===== src/hdl/spmv_pkg.sv =====
package spmv_pkg;

  // engine geometry
  localparam int unsigned NUM_LANES       = 4;
  localparam int unsigned LANE_W          = $clog2(NUM_LANES);
  localparam int unsigned FEAT_DEPTH      = 64;

  // field widths
  localparam int unsigned COL_W           = 6;
  localparam int unsigned ROW_W           = 12;
  localparam int unsigned VAL_W           = 16;
  localparam int unsigned ACC_W           = 40;

  // lane entry fifo, its depth is also the starting credit
  localparam int unsigned LANE_FIFO_DEPTH = 4;
  localparam int unsigned FIFO_PTR_W      = $clog2(LANE_FIFO_DEPTH);
  localparam int unsigned CREDIT_W        = 3;

  // debug monitor
  localparam int unsigned DBG_ROW         = 5;
  localparam int unsigned CNT_W           = 32;

  typedef struct packed {
    logic [ROW_W-1:0] row;
    logic [COL_W-1:0] col;
    logic [VAL_W-1:0] val;
    logic             last;
  } sp_entry_t;

  typedef struct packed {
    logic [COL_W-1:0] addr;
    logic [VAL_W-1:0] data;
  } feat_wr_t;

  typedef struct packed {
    logic [ROW_W-1:0] row;
    logic [ACC_W-1:0] sum;
  } lane_result_t;

  typedef enum logic [1:0] {
    LANE_IDLE,
    LANE_ACCUM,
    LANE_DRAIN,
    LANE_HOLD
  } lane_state_e;

  typedef struct packed {
    logic                 in_seen;
    logic                 out_seen;
    logic                 stall_seen;
    logic [NUM_LANES-1:0] lane_seen;
  } dbg_status_t;

endpackage


===== src/hdl/spmv_dispatch.sv =====
`timescale 1ns/1ns

module spmv_dispatch (
  input  logic                             clk,
  input  logic                             rst_n,
  input  logic                             in_vld_i,
  input  spmv_pkg::sp_entry_t              in_data_i,
  input  logic [spmv_pkg::NUM_LANES-1:0]   lane_credit_i,
  output logic                             in_rdy_o,
  output logic [spmv_pkg::NUM_LANES-1:0]   lane_push_o,
  output spmv_pkg::sp_entry_t              lane_entry_o
);

  logic [spmv_pkg::CREDIT_W-1:0] credit_q [spmv_pkg::NUM_LANES];
  logic [spmv_pkg::LANE_W-1:0]   ptr_q;
  logic                          push;

  // a lane with credit has a free fifo slot, so the entry goes straight in
  assign in_rdy_o     = (credit_q[ptr_q] != '0);
  assign push         = in_vld_i & in_rdy_o;
  assign lane_entry_o = in_data_i;

  always_comb begin
    lane_push_o        = '0;
    lane_push_o[ptr_q] = push;
  end

  always_ff @(posedge clk or negedge rst_n) begin
    if (!rst_n) begin
      for (int i = 0; i < spmv_pkg::NUM_LANES; i++) begin
        credit_q[i] <= spmv_pkg::CREDIT_W'(spmv_pkg::LANE_FIFO_DEPTH);
      end
    end else begin
      // credit back on every lane pop, one spent on every push
      for (int i = 0; i < spmv_pkg::NUM_LANES; i++) begin
        credit_q[i] <= credit_q[i]
                     + spmv_pkg::CREDIT_W'(lane_credit_i[i])
                     - spmv_pkg::CREDIT_W'(lane_push_o[i]);
      end
    end
  end

  // whole rows go to one lane, move on after the last entry
  always_ff @(posedge clk or negedge rst_n) begin
    if (!rst_n) begin
      ptr_q <= '0;
    end else if (push && in_data_i.last) begin
      if (ptr_q == spmv_pkg::LANE_W'(spmv_pkg::NUM_LANES - 1)) begin
        ptr_q <= '0;
      end else begin
        ptr_q <= ptr_q + 1'b1;
      end
    end
  end

  for (genvar g = 0; g < spmv_pkg::NUM_LANES; g++) begin : g_credit_chk
    // lanes must never hand back more credit than they were given
    a_credit_bound: assert property (
      @(posedge clk) disable iff (!rst_n)
      credit_q[g] <= spmv_pkg::CREDIT_W'(spmv_pkg::LANE_FIFO_DEPTH)
    ) else $error("lane %0d credit above fifo depth", g);
  end

endmodule


===== config.mk =====
export PLATFORM = sky130hd
export DESIGN_NAME = spmv_dispatch
export DESIGN_NICKNAME = d
export VERILOG_FILES = /design/src/hdl/spmv_pkg.sv /design/src/hdl/spmv_dispatch.sv
export SDC_FILE = /design/constraint.sdc
export NUM_CORES = 1
export LEC_CHECK = 0
export BUFFER_PORTS_ARGS = -buffer_cell sky130_fd_sc_hd__buf_2
export CAP_MARGIN = 5
export CORE_AREA = 5 5 68 55
export CTS_CLUSTER_DIAMETER = 150
export DETAILED_ROUTE_END_ITERATION = 6
export DIE_AREA = 0 0 73 60
export GPL_TIMING_DRIVEN = 0
export PLACE_DENSITY = 0.73
export SYNTH_ARGS = -nofsm -noshare
export SYNTH_HDL_FRONTEND = slang
export SYNTH_SLANG_ARGS = --single-unit
export TNS_END_PERCENT = 10

===== constraint.sdc =====
create_clock -name clk -period 3.4 [get_ports clk]
set_input_delay 0.34 -clock clk [delete_from_list [all_inputs] [get_ports clk]]
set_output_delay 0.34 -clock clk [all_outputs]
set_load 0.01 [all_outputs]

; Yosys cells after proc, flatten, opt, wreduce, memory -nomap -nowiden
; Index checks and enable logic that the tools add are counted.
[word_totals]
input_bits = 42
register_bits = 14
out_inout_bits = 40
[classes]
n_lt_le_gt_ge = 3
n_eq_ne = 1
bitwise_logic = 3
addsub = 9
n_reduce_logical = 3
mux = 6
[ops]
columns = op, n
row1 = $add 3x1->3, 4
row2 = $sub 3x1->3, 4
row3 = $bmux 3 s2, 1
row4 = $mux 3, 2
row5 = $and 4x4->4, 1
row6 = $ge 3x3->1 const B, 1
row7 = $lt 2x3->1 const B, 1
row8 = $not 2->3, 1
row9 = $reduce_bool 3->1, 1
row10 = $add 2x1->2 const B, 1
row11 = $demux 1 s2, 1
row12 = $eq 2x2->1 const B, 1
row13 = $ge 2x1->1 const B, 1
row14 = $logic_and 1x1->1, 2
row15 = $mux 2, 1
row16 = $and 1x1->1, 1
row17 = $mux 1, 1

; Longest topological paths before layout
; Gate-level depths: netlist of run 1.
[logic_depth]
word_depth = 8
depth_mapped = 11
ltp_nobuf = 11

; Least setup slack after synthesis of run 1
; Ideal clock, no wire load.
[synth_path]
path_kind = register to register
startpoint = reg ptr_q[0] (netlist bit)
endpoint = reg credit_q[5] (netlist bit)
stages_incl_launch_ff = 12
period_less_slack_ps = 2564
setup_slack_ps = 836
n_path_buf = 0
t_arrival_ps = 2489
t_required_ps = 3325
path_cell_list = dfrtp_1 -> nor4_1 -> nor3_2 -> or2_4 -> and3_1 -> ha_1 -> inv_1 -> ha_1 -> inv_1 -> fa_1 -> xnor2_1 -> xnor2_1
[synth_via]
elab_chain_cells = 8
word_cells_on_any_way = 13
cone_classes = add/sub (1) / order compare (2) / mux (5) / bitwise (3) / reduce/logical (2)
[synth_rtl]
columns = element, line
row1 = from (decl), spmv_dispatch.sv:15  ; logic [spmv_pkg::LANE_W-1:0] ptr_q;
row2 = from (signal assigned), spmv_dispatch.sv:51  ; ptr_q <= ptr_q + 1'b1;
row3 = $not 2->3 (implied by the code), spmv_dispatch.sv:19  ; assign in_rdy_o = (credit_q[ptr_q] != '0);
row4 = $bmux 3 s2, spmv_dispatch.sv:19
row5 = $mux 3 (implied by the code) (2 in series), spmv_dispatch.sv:19
row6 = $reduce_bool 3->1, spmv_dispatch.sv:19
row7 = via in_rdy_o, spmv_dispatch.sv:9  ; output logic in_rdy_o,
row8 = $and 1x1->1, spmv_dispatch.sv:20  ; assign push = in_vld_i & in_rdy_o;
row9 = $and 4x4->4 (no source line), --
row10 = "via lane_push_o, one bit", spmv_dispatch.sv:10  ; output logic [spmv_pkg::NUM_LANES-1:0] lane_push_o,
row11 = $sub 3x1->3, spmv_dispatch.sv:38  ; - spmv_pkg::CREDIT_W'(lane_push_o[i]);
row12 = "to (signal, indexed assignment)", spmv_dispatch.sv:31  ; credit_q[i] <= spmv_pkg::CREDIT_W'(spmv_pkg::LANE_FIFO_DEPTH);
row13 = "to (signal, indexed assignment)", spmv_dispatch.sv:36  ; credit_q[i] <= credit_q[i]
row14 = to (decl), spmv_dispatch.sv:14  ; logic [spmv_pkg::CREDIT_W-1:0] credit_q [spmv_pkg::NUM_LANES];
; The timed path passes the listed nets, and every way through them passes these cells. The select of a mux whose other input is x is not followed.
; A chain may end at the register's enable or synchronous reset.

; Worst setup path after layout of run 1
[layout_path]
startpoint = reg ptr_q[0] (netlist bit)
endpoint = reg credit_q[5] (netlist bit)
[layout_via]
elab_chain_cells = 8
word_cells_on_any_way = 13
cone_classes = add/sub (1) / order compare (2) / mux (5) / bitwise (3) / reduce/logical (2)
[layout_rtl]
columns = element, line
row1 = $not 2->3 (implied by the code), spmv_dispatch.sv:19
row2 = $bmux 3 s2, spmv_dispatch.sv:19
row3 = $mux 3 (implied by the code) (2 in series), spmv_dispatch.sv:19
row4 = $reduce_bool 3->1, spmv_dispatch.sv:19
row5 = $and 1x1->1, spmv_dispatch.sv:20
row6 = $and 4x4->4 (no source line) *, --
row7 = $sub 3x1->3 *, spmv_dispatch.sv:38
; Mark *: on every way between the ends. The rest lies on a longest branch, timed or not. The select of a mux whose other input is x is not followed.

==> results of run 1 <==
routing by layer:
layer  global-route usage  up-vias
met4               0.0474        0
met3               0.0303        4
met1                0.105      371
met2                0.192       38
met5                    0        -
li1                     -      399
synth_stat cells, drive strengths merged:
cell     n
buf     35
inv     18
ha      12
dfrtp   10
xnor2    6
and3     4
dfstp    4
fa       4
mux2     2
nor3     2
nor4     2
nor4b    2
xor2     2
nor2     1
o211ai   1
or2      1
area by class of cell:
cell class | instances | area [sq um]
buffer | 35 | 263
clock buffer | 4 | 55.1
fill | 279 | 1580
inverter | 18 | 67.6
multi-input combinational | 39 | 450
sequential | 14 | 355
tap | 40 | 50.0
timing repair buffer | 48 | 245
cells by family (layout without fill, tap and decap cells):
logic type               after synthesis  count (layout)  synth area share
flip-flops                            14              14             0.313
buffers and inverters                 53             105             0.291
XOR/XNOR                               8               8            0.0617
adder cells (fa/ha/maj)               16              16             0.203
multiplexers                           2               2            0.0198
AO/OA/AOI/OAI                          1               1            0.0110
AND/OR/NAND/NOR                       12              12             0.101
layout by cell type, fill, tap and decap left out, types with 2 or more instances in the layout:
master / netlist / layout
buf_2: 0 / 47
buf_4: 35 / 35
inv_1: 18 / 18
ha_1: 12 / 12
dfrtp_1: 10 / 10
xnor2_1: 6 / 6
and3_1: 4 / 4
fa_1: 4 / 4
clkbuf_8: 0 / 4
dfstp_2: 4 / 4
nor3_2: 2 / 2
xor2_1: 2 / 2
mux2_1: 2 / 2
worst max-delay path, stage by stage (launching register included):
cell and delay (ps):
dfrtp_1 470, nor4_1 440, nor3_2 90, or2_4 260, and3_1 210, ha_1 300
inv_1 60, ha_1 130, inv_1 40, fa_1 370, xnor2_1 170, xnor2_1 160
per-stage QoR:
| step | setup WS, ps | instance area (sq um) |
|---|---|---|
| final | 610 | 1490 |
| after global routing | 408 | 1490 |
| after CTS | 562 | 1490 |
| after detailed placement | 583 | 1420 |
| after global placement | 696 | 1420 |
| after floorplan | 836 | 1140 |
worst max-delay path by stage:
| stage | from | endpoint | slack, ps | cells after the start |
|---|---|---|---|---|
| after CTS | ptr_q[0] | credit_q[5] | 560 | 11 |
| final | ptr_q[0] | credit_q[5] | 610 | 11 |
| after detailed placement | ptr_q[0] | credit_q[5] | 580 | 11 |
| after floorplan | ptr_q[0] | credit_q[5] | 840 | 11 |
| after global routing | ptr_q[0] | credit_q[5] | 410 | 11 |
| after global placement | ptr_q[0] | credit_q[5] | 700 | 11 |
timing repair:
action	CTS	global route
endpoints found under the hold margin	10	0
setup endpoints to repair	0	0
hold buffers	1	0
power groups by stage:
stage	Combinational, mW	Clock (mW)	Sequential [mW]
6_report	0.539	0.160	0.383
5_1_grt	0.627	0.177	0.398
4_1_cts	0.558	0.167	0.385
3_5_place_dp	0.551	0	0.386
3_3_place_gp	0.514	0	0.381
2_1_floorplan	0.420	0	0.367
flip-flops by register name, indices dropped and copies added, names as in the netlist:
| name | flops |
|---|---|
| ptr_q | 2 |
| credit_q | 12 |
==> parameters.txt, run 1 <==
Parameter                              Value

Outcome
  Run status ... finished, final reports clean

Hold path
  Hold Path Stages ... 2
  Class of the tightest hold or removal check ... in2reg
  Endpoint of the worst hold-timing path ... credit_q[9]
  Hold path startpoint ... lane_credit_i[0]

Floorplan
  Total number of placement rows ... 18
  Area inside the core boundary ... 3060 sq um
  Die area ... around 4400 sq um
  Number of placed I/O pins ... a little over 80
  Die X ... around 73 microns
  Starting Density ... 0.371
  Vertical die dimension ... 60 microns

Yosys
  Number of nets in the synthesized netlist ... 164
  Total standard cell area after synthesis ... ~1100 sq um
  Syn avg cell area ... 10.7 sq um
  Warnings, synthesis ... 0
  Number of register bits inferred by synthesis ... 14
  Sequential share of the synthesized area ... 0.313
  Yosys top cell area share ... 0.231
  Synthesized instance count ... 106
  Number of distinct library cells after synthesis ... 18
  Cells taking the most area after synthesis ... buf_4, dfrtp_1, ha_1, dfstp_2, fa_1
  Library cell with the largest summed area after synthesis ... buf_4

Placed design
  Number of input and output port buffers inserted ... 47
  Placed Cells ... around 190
  Gpl congestion ... 0.678
  Detailed-placement wirelength estimate ... between 1.5 and 2 mm

Timing
  TNS Setup ... 0 ps
  Number of pins exceeding their max-slew limit in the final report ... 0
  Highest clock rate ... 0.358 GHz
  Worst-Margin Slew ... 411 ps
  Final setup violation count ... 0
  Part of the cycle the worst path needs ... 0.821
  Clock tree skew after final layout ... between 3 and 4 ps
  Final number of hold-violating endpoints ... 0
  Worst slew margin ... 0.724
  Setup repair after global routing missed its margin ... false
  Min Hold Slack ... ~320 ps
  Minimum clock period ... between 2000 and 3000 ps

Routing
  DRC violation count after routing ... 0
  Wire length per cell after detailed routing ... between 10 and 15 microns
  Routed wl met3 ... 193 microns
  Initial DRT Pass Iterations ... 2
  Vias after detailed routing ... a little over 800
  Detail-routed via count per cell ... roughly 4.1
  Detailed router's first-iteration violation count ... 6
  Highest routing layer actually used ... met4
  Wire length on met1 ... between 700 and 800 microns
  Final Routed Wirelength ... ~2.2 mm
  Count of antenna-violating nets left after detailed routing ... 0
  WL met2 ... 1.22 mm

Clock tree
  Post-cts gate resize count ... 0
  Clock root buffer ... clkbuf_8
  CTS Sinks ... 14
  Count of H-tree levels built during CTS ... 1
  Largest buffer count on any clock path ... 2
  Reg clk slew, reported paths ... roughly 60 ps
  Post-CTS setup buffers ... 0
  Total clock buffers created by CTS ... 3
  CTS tree ... yes
  Clock latency on the worst-skew pair ... approximately 250 ps

Setup path
  Endpoint class of the critical path ... register
  FF-to-FF Start ... ptr_q[0]
  Critical path launch point type ... register
  Worst-path fanout max ... 9
  Critical Setup Path Class ... reg2reg
  Arrival time reported for the critical path endpoint ... around 3000 ps
  Reg-to-Reg End ... credit_q[5]
  Req. time, crit path ... 3560 ps
  Worst r2r path cells ... 11
  Flop2flop setup slack ... 610 ps

Global route
  Antenna violations before repair ... 0
  Leftover overflow at the end of global routing ... 0
  Via count of the first global-routing pass ... 836
  Pin count of the biggest net entering global routing ... 15
  First-pass GRT wire length ... 3.44 mm
  Total GRT Usage ... 0.103

Pwr
  Reg power frac ... 0.354
  Switching share of power ... 0.380
  Logic gate share of total power ... 0.498
  Maximum vdd ir drop ... between 0.0003 and 0.0004 V
  Internal cell power ... about 0.67 mW
  Power density relative to cell area ... 729 nW/um^2
  LEAKAGE ... about 0.83 nW
  Total power ... between 1 and 1.5 mW
  Portion of total power attributed to the clock network ... 0.148
  P_sw ... around 0.4 mW

Job
  Number of max-cap violations ... 0

Layout
  Final antenna diode count ... 0
  Final Non-Filler Cells ... ~200
  Layout Nets ... 217
  Area growth from synthesis to final layout ... 30.8%
  Share of the core filled with cells in the final layout ... 0.485
  Share of final-layout standard cells stronger than drive strength 1 ... 0.614
Power figures use the tool's default switching activity.
==> inputs of run 2 (changes only) <==
--- a/config.mk
+++ b/config.mk
@@ -7,10 +7,10 @@
 export LEC_CHECK = 0
 export BUFFER_PORTS_ARGS = -buffer_cell sky130_fd_sc_hd__buf_2
 export CAP_MARGIN = 5
-export CORE_AREA = 5 5 68 55
+export CORE_AREA = 5 5 70 56
 export CTS_CLUSTER_DIAMETER = 150
 export DETAILED_ROUTE_END_ITERATION = 6
-export DIE_AREA = 0 0 73 60
+export DIE_AREA = 0 0 75 61
 export GPL_TIMING_DRIVEN = 0
 export PLACE_DENSITY = 0.73
 export SYNTH_ARGS = -nofsm -noshare
==> constraint.sdc (replaced) <==
create_clock -name clk -period 2.36 [get_ports clk]
set_input_delay 0.236 -clock clk [delete_from_list [all_inputs] [get_ports clk]]
set_output_delay 0.236 -clock clk [all_outputs]
set_load 0.01 [all_outputs]
==> parameters.txt, run 2 (synthesized netlist as in run 1, its figures left out) <==
Parameter                              Value

Placed design
  Detailed-placement wirelength estimate ... 1.99 mm (was 1.95 mm)
  Dpl cell area ... 1570 sq um (was 1420 sq um)
  Number of input and output port buffers inserted ... 47 (unchanged)
  Gpl congestion ... 0.756 (was 0.678)

Setup path
  Worst-path fanout max ... 6 (was 9)
  Max incr delay on CP ... 470 ps (about the same)
  FF-to-FF Start ... ptr_q[0] (unchanged)
  Req. time, crit path ... 2530 ps (was 3560 ps)
  Cells along the critical path ... buf_4 -> nor4_4 -> nor3_2 -> or2_4 -> and3_4 -> ha_4 -> inv_2 -> ha_4 -> fa_2 -> xor2_2 -> xnor2_1 (was nor4_1 -> nor3_2 -> or2_4 -> and3_1 -> ha_1 -> inv_1 -> ha_1 -> inv_1 -> fa_1 -> xnor2_1 -> xnor2_1)
  Buffers and inverters on the worst path ... 2 (unchanged)
  Worst r2r path cells ... 11 (unchanged)
  Critical Setup Path Class ... reg2reg (unchanged)
  Critical path launch point type ... register (unchanged)
  Critical Path Slowest Stage Cell ... dfrtp_2 (was dfrtp_1)
  Endpoint class of the critical path ... register (unchanged)
  Most repeated library cell on the critical path ... ha_4
  Largest delay share family, worst path ... adder cells (was simple AND/OR/NAND/NOR gates)
  Flop2flop setup slack ... -70 ps (was 610 ps)
  Reg-to-Reg End ... credit_q[11] (was credit_q[5])
  Arrival time reported for the critical path endpoint ... 2600 ps (was 2950 ps)

Global route
  Total GRT Usage ... 0.0975 (was 0.103)
  Leftover overflow at the end of global routing ... 0 (unchanged)
  First-pass GRT wire length ... 3.35 mm (was 3.44 mm)
  Via count of the first global-routing pass ... 797 (was 836)
  Pin count of the biggest net entering global routing ... 15 (unchanged)
  Antenna violations before repair ... 0 (unchanged)

Layout
  Commonest non-fill, non-tap cell in the layout ... buf_2 (unchanged)
  Max reg flops ... 12 (unchanged)
  Area of all placed cells without fillers ... 1700 sq um (was 1490 sq um)
  Most used cells in the layout excluding fill and tap cells ... buf_2, buf_4, inv_1 (unchanged)
  Share of final-layout standard cells stronger than drive strength 1 ... 0.795 (was 0.614)
  Final antenna diode count ... 0 (unchanged)
  Area growth from synthesis to final layout ... 49.3% (was 30.8%)
  Layout Nets ... 220 (was 217)
  Register bank with the most flops ... credit_q (unchanged)
  Registers with the most flip-flops ... credit_q: 12 flops, ptr_q: 2 flops (unchanged)

Clock tree
  Total clock buffers created by CTS ... 3 (unchanged)
  CTS tree ... yes (unchanged)
  Count of H-tree levels built during CTS ... 1 (unchanged)
  Clock root buffer ... clkbuf_8 (unchanged)
  Reg clk slew, reported paths ... 60 ps (about the same)
  Largest buffer count on any clock path ... 2 (unchanged)
  Clock latency on the worst-skew pair ... 240 ps (was 250 ps)
  CTS Sinks ... 14 (unchanged)

Outcome
  Violated checks ... negative setup slack
  Run status ... finished, violations left (was finished, final reports clean)

Routing
  Vias after detailed routing ... 850 (was 812)
  Detail-routed via count per cell ... 4.23 (was 4.10)
  Initial DRT Pass Iterations ... 2 (unchanged)
  Wire length per cell after detailed routing ... 11.7 microns (was 11.0 microns)
  Final Routed Wirelength ... 2.35 mm (was 2.18 mm)
  DRC violation count after routing ... 0 (unchanged)
  Detailed router's first-iteration violation count ... 5 (was 6)
  Count of antenna-violating nets left after detailed routing ... 0 (unchanged)

Timing
  Setup slack after layout ... -73.6 ps (was 610 ps)
  Highest clock rate ... 0.411 GHz (was 0.358 GHz)
  Minimum clock period ... 2430 ps (was 2790 ps)
  Worst-Margin Slew ... 324 ps (was 411 ps)
  Number of pins exceeding their max-slew limit in the final report ... 0 (unchanged)
  Setup repair after global routing missed its margin ... true (was false)
  Final setup violation count ... 4 (was 0)
  Part of the cycle the worst path needs ... 1.03 (was 0.821)
  Clock tree skew after final layout ... 2.67 ps (was 3.68 ps)
  Worst slew margin ... 0.784 (was 0.724)
  TNS Setup ... -183 ps (was 0 ps)
  Final number of hold-violating endpoints ... 0 (unchanged)
  Min Hold Slack ... 231 ps (was 319 ps)

Floorplan
  Vertical die dimension ... 61 microns (was 60 microns)
  Die X ... 75 microns (was 73 microns)
  Die area ... 4580 sq um (was 4380 sq um)
  Number of placed I/O pins ... 82 (unchanged)
  Starting Density ... 0.358 (was 0.371)
  Area inside the core boundary ... 3180 sq um (was 3060 sq um)
  Total number of placement rows ... 18 (unchanged)

Hold path
  Hold Path Stages ... 2 (unchanged)
  Class of the tightest hold or removal check ... in2reg (unchanged)
  Endpoint of the worst hold-timing path ... credit_q[0] (was credit_q[9])
  Hold path startpoint ... lane_credit_i[3] (was lane_credit_i[0])

Pwr
  Maximum vdd ir drop ... 0.000632 V (was 0.000340 V)
  LEAKAGE ... 0.853 nW (was 0.834 nW)
  Total power ... 1.89 mW (was 1.08 mW)
  Power density relative to cell area ... 1120 nW/um^2 (was 729 nW/um^2)

Job
  Number of max-cap violations ... 0 (unchanged)
run 2: cell types whose count changed in the layout (fill, tap and decap cells not counted), moves of 2 or more:
cell | before | now
nor4_4 | 0 | 2
and3_1 | 4 | 0
dfrtp_1 | 10 | 8
xnor2_2 | 0 | 2
and3_4 | 0 | 4
inv_1 | 18 | 12
fa_1 | 4 | 0
ha_4 | 0 | 8
fa_2 | 0 | 4
xnor2_1 | 6 | 4
dfrtp_2 | 0 | 2
inv_2 | 0 | 6
buf_4 | 35 | 38
ha_1 | 12 | 4
run 2: final cells by class:
cell class | count | area, sq um
Multi-Input combinational cell | 39 | 636
Buffer | 35 | 263
Fill cell | 273 | 1480
Timing Repair Buffer | 51 | 268
Clock buffer | 4 | 55.1
Sequential cell | 14 | 358
Inverter | 18 | 67.6
Tap cell | 40 | 50.0
run 2: stage by stage:
stage,cells,utilization,setup WS [ps]
3_5_place_dp,193,0.496,-148
4_1_cts,201,0.529,-88.9
2_1_floorplan,106,-,-67.5
6_report,201,0.534,-73.6
5_1_grt,201,0.534,-198
3_3_place_gp,193,0.496,-145
run 2: worst max path at each step:
stage	from	end	slack (ps)	depth (start not counted)
6_report	ptr_q[0]	credit_q[11]	-70	11
5_1_grt	ptr_q[0]	credit_q[11]	-200	10
4_1_cts	ptr_q[0]	credit_q[2]	-90	10
3_5_place_dp	ptr_q[0]	credit_q[2]	-150	10
3_3_place_gp	ptr_q[0]	credit_q[11]	-150	10
2_1_floorplan	ptr_q[0]	credit_q[2]	-70	10
run 2: power by group:
| part | internal (mW) | switching, mW | total (mW) |
|---|---|---|---|
| registers | 0.416 | 0.189 | 0.604 |
| clock network | 0.148 | 0.0830 | 0.231 |
| logic | 0.588 | 0.471 | 1.06 |
| total | 1.15 | 0.743 | 1.89 |
run 2: metal layers:
layer / track usage / up-vias / part of all wire
met4: 0.0152 / 0 / 0.0026
met3: 0.0430 / 2 / 0.13
li1: - / 403 / -
met1: 0.0973 / 403 / 0.30
met5: 0 / - / 0
met2: 0.190 / 42 / 0.56
run 2: worst register-to-register path, delay by kind of cell, from the launching register on:
kind / cells / cell delay, ps
flops: 1 / 470
simple gates: 4 / 650
xor+xnor: 2 / 310
buf+inv: 2 / 190
fa+ha+maj: 3 / 730
run 2: timing repair:
| item | in CTS | in global routing |
|---|---|---|
| setup endpoints to repair | 8 | 8 |
| pin swaps | 19 | 1 |
| endpoints found under the hold margin | 10 | 0 |
| gates resized for setup | 3 | 2 |
| setup buffers | 3 | 0 |
| hold buffers | 1 | 0 |
==> inputs of run 3 (changes only) <==
==> config.mk (replaced) <==
export PLATFORM = sky130hd
export DESIGN_NAME = spmv_dispatch
export DESIGN_NICKNAME = d
export VERILOG_FILES = /design/src/hdl/spmv_pkg.sv /design/src/hdl/spmv_dispatch.sv
export SDC_FILE = /design/constraint.sdc
export NUM_CORES = 1
export LEC_CHECK = 0
export CAP_MARGIN = 5
export CORE_AREA = 5 5 72 58
export CTS_CLUSTER_DIAMETER = 150
export DETAILED_ROUTE_END_ITERATION = 6
export DIE_AREA = 0 0 77 63
export DONT_BUFFER_PORTS = 1
export GPL_TIMING_DRIVEN = 0
export PLACE_DENSITY = 0.46
export SKIP_LAST_GASP = 1
export SYNTH_ARGS = -nofsm -noshare
export SYNTH_HDL_FRONTEND = slang
export SYNTH_SLANG_ARGS = --single-unit
export TNS_END_PERCENT = 10
==> parameters.txt, run 3 (synthesized netlist as in run 1, its figures left out) <==
Parameter                              Value

Global route
  Pin count of the biggest net entering global routing ... 15 (unchanged)
  Total GRT Usage ... 0.0759 (was 0.0975)
  Via count of the first global-routing pass ... 646 (was 797)
  Leftover overflow at the end of global routing ... 0 (unchanged)
  First-pass GRT wire length ... 2.93 mm (was 3.35 mm)
  Antenna violations before repair ... 0 (unchanged)

Placed design
  Detailed-placement wirelength estimate ... 1.75 mm (was 1.99 mm)
  Placement-stage worst setup slack ... -194 ps (was -148 ps)
  Number of input and output port buffers inserted ... 0 (was 47)
  Gpl congestion ... 0.668 (was 0.756)

Setup path
  Endpoint class of the critical path ... register (unchanged)
  Worst-path fanout max ... 8 (was 6)
  Flop2flop setup slack ... -150 ps (was -70 ps)
  Arrival time reported for the critical path endpoint ... 2680 ps (was 2600 ps)
  Critical path launch point type ... register (unchanged)
  Req. time, crit path ... 2530 ps (about the same)
  Critical Setup Path Class ... reg2reg (unchanged)

Layout
  Final antenna diode count ... 0 (unchanged)
  Max reg flops ... 12 (unchanged)
  Most used cells in the layout excluding fill and tap cells ... buf_4, inv_1, dfrtp_1 (was buf_2, buf_4, inv_1)
  Area growth from synthesis to final layout ... 26.5% (was 49.3%)
  Register bank with the most flops ... credit_q (unchanged)
  Registers with the most flip-flops ... credit_q: 12 flops, ptr_q: 2 flops (unchanged)
  Layout Nets ... 171 (was 220)
  Share of final-layout standard cells stronger than drive strength 1 ... 0.688 (was 0.795)
  Commonest non-fill, non-tap cell in the layout ... buf_4 (was buf_2)

Clock tree
  Clock root buffer ... clkbuf_8 (unchanged)
  Largest buffer count on any clock path ... 2 (unchanged)
  CTS tree ... yes (unchanged)
  Clock latency on the worst-skew pair ... 240 ps (about the same)
  Reg clk slew, reported paths ... 60 ps (about the same)
  Count of H-tree levels built during CTS ... 1 (unchanged)
  Total clock buffers created by CTS ... 3 (unchanged)
  CTS Sinks ... 14 (unchanged)

Outcome
  Violated checks ... negative setup slack (unchanged)
  Run status ... finished, violations left (unchanged)

Floorplan
  Die area ... 4850 sq um (was 4580 sq um)
  Starting Density ... 0.330 (was 0.358)
  Vertical die dimension ... 63 microns (was 61 microns)
  Die X ... 77 microns (was 75 microns)
  Number of placed I/O pins ... 82 (unchanged)
  Total number of placement rows ... 19 (was 18)
  Area inside the core boundary ... 3450 sq um (was 3180 sq um)

Pwr
  Power density relative to cell area ... 1230 nW/um^2 (was 1120 nW/um^2)
  Maximum vdd ir drop ... 0.000474 V (was 0.000632 V)
  Total power ... 1.76 mW (was 1.89 mW)
  LEAKAGE ... 0.647 nW (was 0.853 nW)

Timing
  Worst slew margin ... 0.553 (was 0.784)
  Minimum clock period ... 2510 ps (was 2430 ps)
  Clock tree skew after final layout ... 2.78 ps (was 2.67 ps)
  Final number of hold-violating endpoints ... 0 (unchanged)
  Setup slack after layout ... -154 ps (was -73.6 ps)
  Highest clock rate ... 0.398 GHz (was 0.411 GHz)
  Worst-Margin Slew ... 668 ps (was 324 ps)
  Setup repair after global routing missed its margin ... true (unchanged)
  Final setup violation count ... 6 (was 4)
  Number of pins exceeding their max-slew limit in the final report ... 0 (unchanged)
  Min Hold Slack ... 116 ps (was 231 ps)
  Part of the cycle the worst path needs ... 1.07 (was 1.03)

Hold path
  Class of the tightest hold or removal check ... in2reg (unchanged)

Routing
  Wire length per cell after detailed routing ... 13.6 microns (was 11.7 microns)
  Count of antenna-violating nets left after detailed routing ... 0 (unchanged)
  Detail-routed via count per cell ... 4.42 (was 4.23)
  DRC violation count after routing ... 0 (unchanged)
  Detailed router's first-iteration violation count ... 10 (was 5)
  Initial DRT Pass Iterations ... 2 (unchanged)
  Vias after detailed routing ... 681 (was 850)
  Final Routed Wirelength ... 2.10 mm (was 2.35 mm)

Job
  Number of max-cap violations ... 0 (unchanged)
==> run 3: changes by cell type in the layout (fill, tap and decap cells not counted), sizes merged <==
cell / before / now
buf: 85 / 36
==> run 3: what timing repair did <==
action | CTS | global route
gates resized for setup | 3 | 1
pin swaps | 1 | 2
endpoints found under the setup margin | 8 | 8
hold buffers | 1 | 0
endpoints found under the hold margin | 14 | 0
gates cloned | 0 | 0
setup buffers | 1 | 0
==> run 3: metal layers <==
metal  vias to the layer above  share of wire  global-route usage
li1                        306              -                   -
met1                       308           0.37              0.0853
met2                        65           0.41               0.118
met3                         2           0.22              0.0605
met4                         0         0.0038             0.00644
met5                         -              0                   0
==> run 3: worst max-delay path, cell delays in order, from the launching register on <==
cell,delay [ps]
dfrtp_2,480
nor4_4,280
nor3_2,70
or2_4,300
and3_4,190
ha_4,260
inv_2,40
ha_4,150
fa_2,360
xor2_2,150
xnor2_1,150
==> run 3: power by group <==
group	total, mW	switching (mW)	internal [mW]
clock network	0.203	0.0840	0.119
registers	0.603	0.190	0.414
logic	0.956	0.441	0.515
total	1.76	0.715	1.05
==> run 3: cell type report <==
class	count	area (sq um)
fillers	319	2010
clock buffers	4	45.0
multi-input cells	39	636
repair buffers	2	17.5
well taps	42	52.6
flip-flops and latches	14	357
inverters	18	67.6
plain buffers	35	263
==> run 3: path summary, 6_finish.rpt <==
check,start,end,cells after the start
max in group asynchronous,rst_n,ptr_q[0],1
hold / removal,lane_credit_i[3],credit_q[0],1
min in group asynchronous,rst_n,credit_q[1],1
hold reg to reg,credit_q[8],credit_q[8],1
setup / recovery,ptr_q[0],credit_q[11],10
setup reg to reg,ptr_q[0],credit_q[11],10
==> run 3: metrics by stage <==
stage	cells	cell area, sq um	TNS [ps]	util
2_1_floorplan	106	1290	-234	-
3_3_place_gp	148	1340	-1190	0.389
3_5_place_dp	148	1340	-986	0.389
4_1_cts	154	1430	-692	0.415
5_1_grt	154	1440	-1470	0.417
6_report	154	1440	-633	0.417
